$ cat config.mk
export PLATFORM = sky130hd
export DESIGN_NAME = tgt_cntrl_top
export DESIGN_NICKNAME = d
export VERILOG_FILES = /design/src/source/tgt_pkg.sv /design/src/source/tgt_cmd_if.sv /design/src/source/tgt_data_if.sv /design/src/source/tgt_hdr_decode.sv /design/src/source/tgt_data_track.sv /design/src/source/tgt_queue_push.sv /design/src/source/tgt_cntrl_top.sv
export SDC_FILE = /design/constraint.sdc
export NUM_CORES = 1
export LEC_CHECK = 0
export BUFFER_PORTS_ARGS = -buffer_cell sky130_fd_sc_hd__buf_4
export CORE_MARGIN = 8
export CORE_UTILIZATION = 30
export CTS_CLUSTER_DIAMETER = 200
export CTS_CLUSTER_SIZE = 30
export DETAILED_ROUTE_END_ITERATION = 10
export RECOVER_POWER = 25
export SETUP_SLACK_MARGIN = 0.4
export SLEW_MARGIN = 20
export SYNTH_ARGS = -nofsm -noshare
export SYNTH_HDL_FRONTEND = slang
export SYNTH_HIERARCHICAL = 1
export SYNTH_SLANG_ARGS = --single-unit
$ cat constraint.sdc
create_clock -name prim_nonflr_clk -period 4.62 [get_ports prim_nonflr_clk]
set_input_delay 0.924 -clock prim_nonflr_clk [delete_from_list [all_inputs] [get_ports prim_nonflr_clk]]
set_output_delay 0.924 -clock prim_nonflr_clk [all_outputs]
set_load 0.02 [all_outputs]
$ cat src/source/tgt_pkg.sv
package tgt_pkg;

    // ========================================
    // Bus and field widths
    // ========================================

    // Fixed 4 DW data path
    localparam int DATA_W      = 128;
    localparam int DW_PER_BEAT = 4;

    // Command fields
    localparam int LEN_W    = 10;
    localparam int OFFSET_W = 9;
    localparam int ADDR_W   = 64;
    localparam int ID_W     = 16;
    localparam int TAG_W    = 8;
    localparam int HDR_W    = 128;

    // Zero fill above each header view
    localparam int REQ_FILL_W = HDR_W - (2 + 5 + LEN_W + ID_W + TAG_W + ADDR_W);
    localparam int CPL_FILL_W = HDR_W - (2 + 5 + LEN_W + ID_W + TAG_W + ID_W + 3 + 12);

    // ========================================
    // Encodings
    // ========================================

    // Agent state machine codes that allow puts
    localparam logic [2:0] ISM_IDLE_REQ = 3'b001;
    localparam logic [2:0] ISM_ACTIVE   = 3'b011;

    // Format bit positions
    localparam int FMT_64_BIT       = 0;
    localparam int FMT_HAS_DATA_BIT = 1;

    // Completion type code
    localparam logic [4:0] TYPE_CPL = 5'b01010;

    // Command class seen by the queues
    typedef enum logic [1:0] {
        CLASS_MEM32 = 2'd0,
        CLASS_MEM64 = 2'd1,
        CLASS_CPL   = 2'd2
    } cmd_class_e;

    // ========================================
    // Queue header word
    // ========================================

    // Same 128 bits, read as a request or as a completion
    typedef union packed {
        struct packed {
            logic [REQ_FILL_W-1:0] rsvd;
            logic [1:0]            fmt;
            logic [4:0]            ttype;
            logic [LEN_W-1:0]      length;
            logic [ID_W-1:0]       rqid;
            logic [TAG_W-1:0]      tag;
            // Upper half stays zero for 32-bit addressing
            logic [ADDR_W-1:0]     address;
        } req;
        struct packed {
            logic [CPL_FILL_W-1:0] rsvd;
            logic [1:0]            fmt;
            logic [4:0]            ttype;
            logic [LEN_W-1:0]      length;
            logic [ID_W-1:0]       cplid;
            logic [TAG_W-1:0]      tag;
            logic [ID_W-1:0]       rqid;
            logic [2:0]            status;
            logic [11:0]           byte_count;
        } cpl;
    } tgt_hdr_u;

endpackage

$ cat src/source/tgt_cmd_if.sv
`timescale 1ns/1ps

interface tgt_cmd_if import tgt_pkg::*; ();

    // One pulse per accepted command
    logic             cmd_valid;
    // Flow class from cmd_rtype
    logic [1:0]       cmd_fc;
    tgt_hdr_u         cmd_hdr;
    cmd_class_e       cmd_class;
    logic             cmd_par_err;
    // Data phase follows this command
    logic             cmd_has_data;
    logic [LEN_W-1:0] cmd_length;

    // Header stage drives the command
    modport decode (
        output cmd_valid, cmd_fc, cmd_hdr, cmd_class, cmd_par_err,
        output cmd_has_data, cmd_length
    );

    // Data tracker only needs the length and flow class
    modport track (input cmd_valid, cmd_has_data, cmd_length, cmd_fc);

    // Queue stage takes the full command
    modport push (
        input cmd_valid, cmd_fc, cmd_hdr, cmd_class, cmd_par_err,
        input cmd_has_data, cmd_length
    );

endinterface

$ cat src/source/tgt_data_if.sv
`timescale 1ns/1ps

interface tgt_data_if import tgt_pkg::*; ();

    // One pulse per data beat
    logic                beat_valid;
    logic [DATA_W-1:0]   beat_data;
    logic [1:0]          beat_fc;
    // Beat index within the command
    logic [OFFSET_W-1:0] beat_offset;
    logic                beat_par_err;
    // Beats still owed by the fabric
    logic                busy;

    // Data tracker side
    modport producer (
        output beat_valid, beat_data, beat_fc, beat_offset, beat_par_err, busy
    );

    // Queue stage side
    modport consumer (
        input beat_valid, beat_data, beat_fc, beat_offset, beat_par_err, busy
    );

endinterface

$ cat src/source/tgt_hdr_decode.sv
`timescale 1ns/1ps

module tgt_hdr_decode import tgt_pkg::*; (
    input  logic              prim_nonflr_clk,
    input  logic              prim_gated_rst_b,

    // Fabric command put
    input  logic              cmd_put,
    input  logic [1:0]        cmd_rtype,
    input  logic [1:0]        cmd_fmt,
    input  logic [4:0]        cmd_type,
    input  logic [LEN_W-1:0]  cmd_length,
    input  logic [ID_W-1:0]   cmd_rqid,
    input  logic [TAG_W-1:0]  cmd_tag,
    input  logic [ADDR_W-1:0] cmd_address,
    input  logic              cmd_parity,
    input  logic [2:0]        ism_state,

    // Decoded command to later stages
    tgt_cmd_if.decode         cmd_bus
);

    logic       accept;
    cmd_class_e class_d;
    tgt_hdr_u   hdr_d;
    logic       par_err_d;

    // ========================================
    // Accept, classify and format
    // ========================================

    always_comb begin
        // Puts only count while the agent is up
        accept = cmd_put && ((ism_state == ISM_ACTIVE) || (ism_state == ISM_IDLE_REQ));

        hdr_d = '0;

        if (cmd_type == TYPE_CPL) begin
            class_d = CLASS_CPL;

            // Completion view
            hdr_d.cpl.fmt        = cmd_fmt;
            hdr_d.cpl.ttype      = cmd_type;
            hdr_d.cpl.length     = cmd_length;
            hdr_d.cpl.tag        = cmd_tag;
            // Completer id rides on the rqid field
            hdr_d.cpl.cplid      = cmd_rqid;
            // Requester id, status and byte count are packed in the low address
            hdr_d.cpl.rqid       = cmd_address[31:16];
            hdr_d.cpl.status     = cmd_address[15:13];
            hdr_d.cpl.byte_count = cmd_address[11:0];
        end else begin
            // Memory request, width picked by the format bit
            if (cmd_fmt[FMT_64_BIT]) begin
                class_d = CLASS_MEM64;
            end else begin
                class_d = CLASS_MEM32;
            end

            // Request view
            hdr_d.req.fmt    = cmd_fmt;
            hdr_d.req.ttype  = cmd_type;
            hdr_d.req.length = cmd_length;
            hdr_d.req.rqid   = cmd_rqid;
            hdr_d.req.tag    = cmd_tag;

            // Upper address is dropped for 32-bit requests
            if (cmd_fmt[FMT_64_BIT]) begin
                hdr_d.req.address = cmd_address;
            end else begin
                hdr_d.req.address = {32'h0, cmd_address[31:0]};
            end
        end

        // Even parity across every command field, rtype included
        par_err_d = ^{cmd_rtype, cmd_fmt, cmd_type, cmd_length, cmd_rqid,
                      cmd_tag, cmd_address, cmd_parity};
    end

    // ========================================
    // Command register
    // ========================================

    // Valid pulse for each accepted put
    always_ff @(posedge prim_nonflr_clk or negedge prim_gated_rst_b) begin
        if (!prim_gated_rst_b) begin
            cmd_bus.cmd_valid <= 1'b0;
        end else begin
            cmd_bus.cmd_valid <= accept;
        end
    end

    // Payload only loads on an accepted put
    always_ff @(posedge prim_nonflr_clk) begin
        if (accept) begin
            cmd_bus.cmd_fc       <= cmd_rtype;
            cmd_bus.cmd_hdr      <= hdr_d;
            cmd_bus.cmd_class    <= class_d;
            cmd_bus.cmd_par_err  <= par_err_d;
            cmd_bus.cmd_has_data <= cmd_fmt[FMT_HAS_DATA_BIT];
            cmd_bus.cmd_length   <= cmd_length;
        end
    end

endmodule

$ cat src/source/tgt_data_track.sv
`timescale 1ns/1ps

module tgt_data_track import tgt_pkg::*; (
    input  logic              prim_nonflr_clk,
    input  logic              prim_gated_rst_b,

    // Fabric data bus
    input  logic [DATA_W-1:0] data,
    input  logic              data_parity,

    // Command from the header stage
    tgt_cmd_if.track          cmd_bus,

    // Checked beats to the queue stage
    tgt_data_if.producer      data_bus
);

    logic                load;
    logic                take;
    logic                beat_par_err_d;
    logic [LEN_W-1:0]    count_ff;
    logic [LEN_W-1:0]    count_cur;
    logic [LEN_W-1:0]    count_nxt;
    logic [OFFSET_W-1:0] offset_ff;
    logic [OFFSET_W-1:0] offset_cur;
    logic [1:0]          fc_ff;
    logic [1:0]          fc_cur;

    // ========================================
    // Beat counting
    // ========================================

    always_comb begin
        // First beat shows up in the same cycle as cmd_valid
        load = cmd_bus.cmd_valid && cmd_bus.cmd_has_data;

        // A new command overrides the finished one
        if (load) begin
            count_cur  = cmd_bus.cmd_length;
            offset_cur = '0;
            fc_cur     = cmd_bus.cmd_fc;
        end else begin
            count_cur  = count_ff;
            offset_cur = offset_ff;
            fc_cur     = fc_ff;
        end

        // Any DW left means this cycle carries a beat
        take = |count_cur;

        // Four DW per beat, short last beat floors at zero
        if (count_cur > LEN_W'(DW_PER_BEAT)) begin
            count_nxt = count_cur - LEN_W'(DW_PER_BEAT);
        end else begin
            count_nxt = '0;
        end

        // Parity over the whole word
        beat_par_err_d = take && ((^data) ^ data_parity);
    end

    // Beats still owed, including the one on the bus now
    assign data_bus.busy = |count_cur;

    // ========================================
    // Tracking state
    // ========================================

    always_ff @(posedge prim_nonflr_clk or negedge prim_gated_rst_b) begin
        if (!prim_gated_rst_b) begin
            count_ff              <= '0;
            offset_ff             <= '0;
            fc_ff                 <= '0;
            data_bus.beat_valid   <= 1'b0;
            data_bus.beat_par_err <= 1'b0;
        end else begin
            count_ff              <= count_nxt;
            fc_ff                 <= fc_cur;
            data_bus.beat_valid   <= take;
            data_bus.beat_par_err <= beat_par_err_d;

            // Offset steps one per beat
            if (take) begin
                offset_ff <= offset_cur + OFFSET_W'(1);
            end
        end
    end

    // ========================================
    // Beat register
    // ========================================

    // Payload held only when a beat is taken
    always_ff @(posedge prim_nonflr_clk) begin
        if (take) begin
            data_bus.beat_data   <= data;
            data_bus.beat_offset <= offset_cur;
            data_bus.beat_fc     <= fc_cur;
        end
    end

endmodule

$ cat src/source/tgt_queue_push.sv
`timescale 1ns/1ps

module tgt_queue_push import tgt_pkg::*; (
    input  logic                prim_nonflr_clk,
    input  logic                prim_gated_rst_b,

    input  logic                cmd_put,
    input  logic                credit_init_in_progress,

    // Stage inputs
    tgt_cmd_if.push             cmd_bus,
    tgt_data_if.consumer        data_bus,

    // Queue command push
    output logic                push_cmd,
    output logic [1:0]          cmd_fc,
    output tgt_hdr_u            cmd_hdr,
    output cmd_class_e          cmd_class,
    output logic                cpar_err,

    // Queue data push
    output logic                push_data,
    output logic [DATA_W-1:0]   data_out,
    output logic [1:0]          data_fc,
    output logic [OFFSET_W-1:0] data_ptr_offset,
    output logic                dpar_err,

    output logic                tgt_idle
);

    // ========================================
    // Output register stage
    // ========================================

    // Push strobes and error flags
    always_ff @(posedge prim_nonflr_clk or negedge prim_gated_rst_b) begin
        if (!prim_gated_rst_b) begin
            push_cmd  <= 1'b0;
            cpar_err  <= 1'b0;
            push_data <= 1'b0;
            dpar_err  <= 1'b0;
        end else begin
            push_cmd  <= cmd_bus.cmd_valid;
            cpar_err  <= cmd_bus.cmd_valid && cmd_bus.cmd_par_err;
            push_data <= data_bus.beat_valid;
            dpar_err  <= data_bus.beat_valid && data_bus.beat_par_err;
        end
    end

    // Payload reads as zero between pushes
    always_ff @(posedge prim_nonflr_clk) begin
        cmd_fc          <= cmd_bus.cmd_valid ? cmd_bus.cmd_fc : 2'b00;
        cmd_hdr         <= cmd_bus.cmd_valid ? cmd_bus.cmd_hdr : '0;
        cmd_class       <= cmd_bus.cmd_valid ? cmd_bus.cmd_class : CLASS_MEM32;
        data_out        <= data_bus.beat_valid ? data_bus.beat_data : '0;
        data_fc         <= data_bus.beat_valid ? data_bus.beat_fc : 2'b00;
        data_ptr_offset <= data_bus.beat_valid ? data_bus.beat_offset : '0;
    end

    // ========================================
    // Idle
    // ========================================

    // Nothing arriving, nothing owed, nothing in flight in any stage
    assign tgt_idle = !credit_init_in_progress && !cmd_put &&
                      !cmd_bus.cmd_valid && !data_bus.busy && !data_bus.beat_valid &&
                      !push_cmd && !push_data;

endmodule

$ cat src/source/tgt_cntrl_top.sv
`timescale 1ns/1ps

module tgt_cntrl_top import tgt_pkg::*; (
    input  logic                prim_nonflr_clk,
    input  logic                prim_gated_rst_b,

    // Fabric command put
    input  logic                cmd_put,
    input  logic [1:0]          cmd_rtype,
    input  logic [1:0]          cmd_fmt,
    input  logic [4:0]          cmd_type,
    input  logic [LEN_W-1:0]    cmd_length,
    input  logic [ID_W-1:0]     cmd_rqid,
    input  logic [TAG_W-1:0]    cmd_tag,
    input  logic [ADDR_W-1:0]   cmd_address,
    input  logic                cmd_parity,
    input  logic [2:0]          ism_state,

    // Fabric data
    input  logic [DATA_W-1:0]   data,
    input  logic                data_parity,

    input  logic                credit_init_in_progress,

    // Queue command push
    output logic                push_cmd,
    output logic [1:0]          cmd_fc,
    output tgt_hdr_u            cmd_hdr,
    output cmd_class_e          cmd_class,
    output logic                cpar_err,

    // Queue data push
    output logic                push_data,
    output logic [DATA_W-1:0]   data_out,
    output logic [1:0]          data_fc,
    output logic [OFFSET_W-1:0] data_ptr_offset,
    output logic                dpar_err,

    output logic                tgt_idle
);

    // Stage links
    tgt_cmd_if  cmd_bus ();
    tgt_data_if data_bus ();

    // Stage 1, command decode
    tgt_hdr_decode hdr_decode_inst (
        .prim_nonflr_clk  (prim_nonflr_clk),
        .prim_gated_rst_b (prim_gated_rst_b),
        .cmd_put          (cmd_put),
        .cmd_rtype        (cmd_rtype),
        .cmd_fmt          (cmd_fmt),
        .cmd_type         (cmd_type),
        .cmd_length       (cmd_length),
        .cmd_rqid         (cmd_rqid),
        .cmd_tag          (cmd_tag),
        .cmd_address      (cmd_address),
        .cmd_parity       (cmd_parity),
        .ism_state        (ism_state),
        .cmd_bus          (cmd_bus)
    );

    // Stage 2, data phase
    tgt_data_track data_track_inst (
        .prim_nonflr_clk  (prim_nonflr_clk),
        .prim_gated_rst_b (prim_gated_rst_b),
        .data             (data),
        .data_parity      (data_parity),
        .cmd_bus          (cmd_bus),
        .data_bus         (data_bus)
    );

    // Stage 3, queue output register
    tgt_queue_push queue_push_inst (
        .prim_nonflr_clk         (prim_nonflr_clk),
        .prim_gated_rst_b        (prim_gated_rst_b),
        .cmd_put                 (cmd_put),
        .credit_init_in_progress (credit_init_in_progress),
        .cmd_bus                 (cmd_bus),
        .data_bus                (data_bus),
        .push_cmd                (push_cmd),
        .cmd_fc                  (cmd_fc),
        .cmd_hdr                 (cmd_hdr),
        .cmd_class               (cmd_class),
        .cpar_err                (cpar_err),
        .push_data               (push_data),
        .data_out                (data_out),
        .data_fc                 (data_fc),
        .data_ptr_offset         (data_ptr_offset),
        .dpar_err                (dpar_err),
        .tgt_idle                (tgt_idle)
    );

endmodule

; ---- After elaboration in Yosys (flattened, before gate mapping)
; Cells that the tools add are included.
[classes]
bitwise = 1
reduce_logical = 22
addsub = 2
n_eq_ne = 3
muxes = 7
shift = 0
div_mod_pow = 0
order_cmp = 1
multipliers = 0
[op_table]
columns = op, n
row1 = $reduce_xor A128 Y1, 1
row2 = $reduce_xor A108 Y1, 1
row3 = $mux W72, 1
row4 = $mux W64, 1
row5 = $mux W10, 2
row6 = $logic_and A1 B1 Y1, 11
row7 = $gt A10 B3 Y1 const B, 1
row8 = $reduce_or A10 Y1, 1
row9 = $sub A10 B3 Y10 const B, 1
row10 = $add A9 B1 Y9 const B, 1
row11 = $mux W9, 1
row12 = $logic_not A1 Y1, 7
row13 = $eq A5 B4 Y1 const B, 1
row14 = $eq A3 B1 Y1 const B, 1
row15 = $eq A3 B2 Y1 const B, 1
row16 = $mux W2, 1
row17 = $logic_or A1 B1 Y1, 1
row18 = $mux W1, 1
row19 = $xor A1 B1 Y1, 1
[word_totals]
ff_bits = 536
out_inout_bits = 276
rom_bits = 0
latchBits = 0
mem_count = 0
ram_bits = 0
wordCells = 62
inputBits = 244

; ---- Longest topological paths before layout
[logic_depth]
depth_word = 8
depth_mapped = 10
depth_no_buf = 9

; ---- Hierarchy
; The synthesis kept the hierarchy.
[by_module_without_submodules]
columns = mod, cells_per_inst, instances, seq_area_each_um2, area_each_um2
row1 = tgt_queue_push, 579, 1, 5525.3, 7378.3
row2 = tgt_data_track, 405, 1, 4749.6, 6603.8
row3 = tgt_hdr_decode, 429, 1, 3628.5, 5764.3

; ---- Least setup slack after synthesis
; OpenSTA, ideal clock, no wires.
[synth_timing]
kind = register to output
startpoint = register hdr_decode_inst.cmd_bus.cmd_valid
endpoint = output port tgt_idle
path_buffers = 2
path_stages_with_launch = 10
path_slack_ns = 0.212
t_required_ns = 3.696
arrival_time_ns = 3.484
cell_sequence = dfrtp_1 and2_1 buf_2 nor3_1 nor2_1 or3_1 nor3_2 buf_2 inv_2 nor4_2
[synth_between]
elab_chain_len = 8
elab_cells_between_ends = 10
[synth_lines]
columns = element, line_no
row1 = from (decl), tgt_cmd_if.sv:18  ; output cmd_valid, cmd_fc, cmd_hdr, cmd_class, cmd_par_err,
row2 = from (signal assigned), tgt_hdr_decode.sv:89  ; cmd_bus.cmd_valid <= accept;
row3 = $logic_and A1 B1 Y1, tgt_data_track.sv:35  ; load = cmd_bus.cmd_valid && cmd_bus.cmd_has_data;
row4 = $mux W10, tgt_data_track.sv:38  ; if (load) begin
row5 = $reduce_or A10 Y1, tgt_data_track.sv:63  ; assign data_bus.busy = |count_cur;
row6 = net data_bus.busy, tgt_data_if.sv:13  ; logic busy;
row7 = $logic_not A1 Y1, tgt_queue_push.sv:66  ; !cmd_bus.cmd_valid && !data_bus.busy && !data_bus.beat_valid &&
row8 = $logic_and A1 B1 Y1 (3 in series), tgt_queue_push.sv:66
row9 = $logic_and A1 B1 Y1, tgt_queue_push.sv:67  ; !push_cmd && !push_data;
row10 = to (decl), tgt_cntrl_top.sv:39  ; output logic tgt_idle
; The timed path passes the listed nets, and every way through them passes these cells.

; ---- Final worst setup path
; Ends and elaborated chain as after synthesis.

==> flow_summary.yaml <==
clocking:
  clock_path_buffers: 3
  insertion_delay_ns: 0.58
  hold_buffers: 0
  cts_buffers: 22
  tritoncts: "yes"
  cts_sinks: 558
  root_buffer: "clkbuf_16"
  cts.reportedPaths.clkPinSlew_ns: 0.12
  htreeDepth: 1
setup_path:
  crit_end: "tgt_idle"
  crit_start: "hdr_decode_inst/cmd_bus.cmd_valid"
  endpoint_kind: "output pin"
  rrSetupSlack_ns: 1.55
  cp_num_cells: 8
  crit_arrival_ns: 3.10
  crit_type: "flip-flop to output pin"
  slowest_stage: "dfrtp_1"
  cp_cell_sequence: "and2_2, nor3_1, nor2_1, or3_1, nor3_4, bufinv_16, nor4_2, buf_4"
  critPathLaunchType: "flip-flop"
  cp_max_fo: 38
  reg2reg_from: "hdr_decode_inst/cmd_bus.cmd_valid"
  slowest_delay_ns: 0.53
  worstPathRequired_ns: 3.70
  critPathTopFamily: "simple AND/OR/NAND/NOR gates"
  worstPathBufferInverterCount: 2
  reg2regPathDepth: 7
  r2r-end: "data_track_inst/data_bus.beat_data[79]"
floorplan:
  row_count: 94
  design.portCount: 520
  die_area_um2: 74300
  start_util_pct: 30.1
  core_area_um2: 65500
  die_h_um: 273
  die_x_um: 273
timing:
  worst_slew_margin_rel_pct: -30.6
  rsz0062_at_grt: "no"
  fin_setup_tns_ns: 0
  fin_crit_sh_pct: 87.1
  maxSlewViolCount: 69
  skew_ns: 0.0171
  max_freq_mhz: 248
  hold_violations: 0
  finalSetupViolations: 0
  period_needed_ns: 4.02
  worstMarginPinSlew_ns: 1.96
power_and_ir_drop:
  ir_drop_v: 0.000268
  cellPowerDensity_nw_per_um2: 422
  p_comb_share_pct: 20.9
  p_int_mw: 7.68
  p_total_mw: 10.4
  p_clk_share_pct: 23.5
  p_seq_share_pct: 55.7
  power_switching_mw: 2.72
  swShare_pct: 26.1
  p_leak_nw: 9.62
finish:
  syn_to_final_growth_pct: 24.9
  fillCellCount: 6416
  fin_nets: 2161
  final_cells: 2797
  drive_gt1_share_pct: 23.2
route:
  wl_um: 51500
  drtAntennaViolNets: 0
  wire_per_inst_um: 18.4
  via_per_inst: 4.11
  drc: 0
  via_count: 11500
  drtPass1Iterations: 5
  initialDrtViolationCount: 471
placement:
  place_congestion: 0.822
  dpl.hpwl_um: 38700
  port_buffers: 518
  dp_cells: 2752
global_route:
  grt_pass1_vias: 12100
  grt_max_degree: 116
  grt.met1_usage_pct: 14.5
  met3_usage_pct: 5.31
  antenna_found_initial: 3
  grt_pass1_wl_um: 75700
  grtUsageTotal_pct: 13.2
  grt_overflow: 0
  top_usage_layer: "met2"
  use_met2_pct: 24.0
outcome:
  violations: "capacitance limit, slew limit"
  status: "finished with violations"
synth:
  syn_area_um2: 19700
  syn_inst: 1413
  synth-xor-area-share_pct: 11.2
  synth_warnings: 6
  synthMuxAreaShare_pct: 1.58
  synth_top_area_share_pct: 39.4
  synth_top_family_by_area: "simple AND/OR/NAND/NOR gates"
  synth_area_leader_cell: "edfxtp_1"
  synthTopCellsByArea: "edfxtp_1 (39%), dfxtp_1 (27%), and2_1 (8.9%)"
  synth_seq_cells: 558
  synth_area_per_cell_um2: 14.0
  synth_fa_ha_area_share_pct: 0.0634
  synth.distinct_cells: 46
  synth_compound_area_share_pct: 1.67
  seq_area_frac_synth_pct: 70.4
  yosys.area_share.simple_pct: 12.8
min_path:
  hold_class: "flip-flop to flip-flop"
  min_delay_path_depth: 1
flow_run:
  drv_cap: 2
-- per-layer routing --
layer / wire length, µm / vias to the layer above
met4: 739 / 4
met5: 27 / -
met2: 26000 / 379
met1: 19600 / 5501
li1: - / 5568
met3: 5160 / 38
-- metrics by stage --
step,worst slack [ns],utilization (%),hold slack [ns],cell area [µm²]
2_1_floorplan,0.663,-,0.420,19800
3_3_place_gp,0.764,37.4,0.429,24500
3_5_place_dp,0.752,37.4,0.433,24500
4_1_cts,0.448,38.5,0.261,25200
5_1_grt,0.405,37.7,0.450,24700
6_report,0.596,37.7,0.449,24700
-- worst reg2reg max path: cells and delay by family (launching register included) --
kind	cells	cell delay [ns]
buf+inv	3	1.44
simple gates	4	0.69
flops	1	0.53
-- placed cells by master, fill, tap and decap left out, types with 4 or more instances in the layout --
| cell type | count |
|---|---|
| dfrtp_1 | 28 |
| nor3_1 | 8 |
| nor2_1 | 19 |
| dfxtp_1 | 271 |
| conb_1 | 23 |
| nor2b_1 | 32 |
| clkbuf_16 | 23 |
| buf_4 | 375 |
| and2_1 | 258 |
| clkbuf_4 | 10 |
| xnor3_1 | 8 |
| nand2_1 | 86 |
| a211oi_1 | 4 |
| xnor2_2 | 4 |
| o21ai_0 | 29 |
| nand3_1 | 6 |
| and2_0 | 22 |
| edfxtp_1 | 259 |
| mux2_2 | 23 |
| clkbuf_1 | 165 |
| xor2_1 | 29 |
| a21oi_1 | 4 |
| o21ai_1 | 14 |
| xnor2_1 | 193 |
| inv_1 | 4 |
-- state kept, by name, indices dropped and copies added (netlist names), 9 cells and up --
register	cells
data_track_inst/count_ff	10
data_track_inst/data_bus.beat_data	128
hdr_decode_inst/cmd_bus.cmd_length	10
queue_push_inst/cmd_hdr	128
hdr_decode_inst/cmd_bus.cmd_hdr	105
data_track_inst/offset_ff	9
queue_push_inst/data_out	128
queue_push_inst/data_ptr_offset	9
data_track_inst/data_bus.beat_offset	9
-- kinds of logic after synthesis --
group / count (synthesis)
multiplexers: 28
AND/OR/NAND/NOR: 447
flip-flops: 558
XOR/XNOR: 235
buffers and inverters: 84
other: 1
adder cells (fa/ha/maj): 1
AO/OA/AOI/OAI: 59
-- worst min-delay path by stage --
| stage | from | end | slack, ns |
|---|---|---|---|
| floorplan | data_track_inst/data_bus.beat_valid | queue_push_inst/push_data | 0.42 |
| global placement | data_track_inst/data_bus.beat_data[121] | queue_push_inst/data_out[121] | 0.43 |
| detailed placement | data_track_inst/data_bus.beat_data[59] | queue_push_inst/data_out[59] | 0.43 |
| CTS | prim_gated_rst_b | data_track_inst/count_ff[0] | 0.26 |
| global route | hdr_decode_inst/cmd_bus.cmd_hdr[24] | queue_push_inst/cmd_hdr[24] | 0.45 |
| finish | hdr_decode_inst/cmd_bus.cmd_hdr[24] | queue_push_inst/cmd_hdr[24] | 0.45 |
-- final cells by class --
cell class | count | area, µm² | area share, %
Sequential cell | 558 | 13900 | 56.4
Multi-Input combinational cell | 793 | 5510 | 22.3
Timing Repair Buffer | 535 | 3470 | 14.1
Tap cell | 864 | 1080 | 4.38
Clock buffer | 39 | 636 | 2.58
Inverter | 5 | 45.0 | 0.183
Clock inverter | 1 | 16.3 | 0.0659
Timing Repair inverter | 1 | 8.76 | 0.0355
Antenna cell | 1 | 2.50 | 0.0101
-- power by group through the flow --
stage	combinational [mW]	clock, mW	sequential (mW)
floorplan	1.21	0	6.08
detailed placement	2.27	0	5.91
finish	2.17	2.44	5.79
global placement	2.23	0	5.90
global route	2.34	2.73	5.84
CTS	2.28	2.57	5.80
-- cells in the mapped netlist (all sizes together) --
cell / instances
and2: 281
dfxtp: 271
edfxtp: 259
xnor2: 198
nand2: 86
o21ai: 43
clkbuf: 42
buf: 37
nor2b: 33
xor2: 29
dfrtp: 28
mux2: 25
nor2: 19
nor3: 9
xnor3: 8
nand3: 6
a211oi: 5
inv: 5
or2: 5
a21oi: 4
mux2i: 3
o31ai: 3
a31oi: 2
nand2b: 2
nor4: 2
a221o: 1
and3b: 1
and4b: 1
conb: 1
ha: 1
o211ai: 1
or3: 1
or4: 1
-- what timing repair did --
item / CTS / global route
buffers inserted: 1 / 2
gates resized for setup: 4 / 0
endpoints found under the hold margin: 0 / 0
gates cloned: 1 / 0
pin swaps: 1 / 1
endpoints found under the setup margin: 1 / 1
No activity file was read; power rests on OpenSTA's default activity.
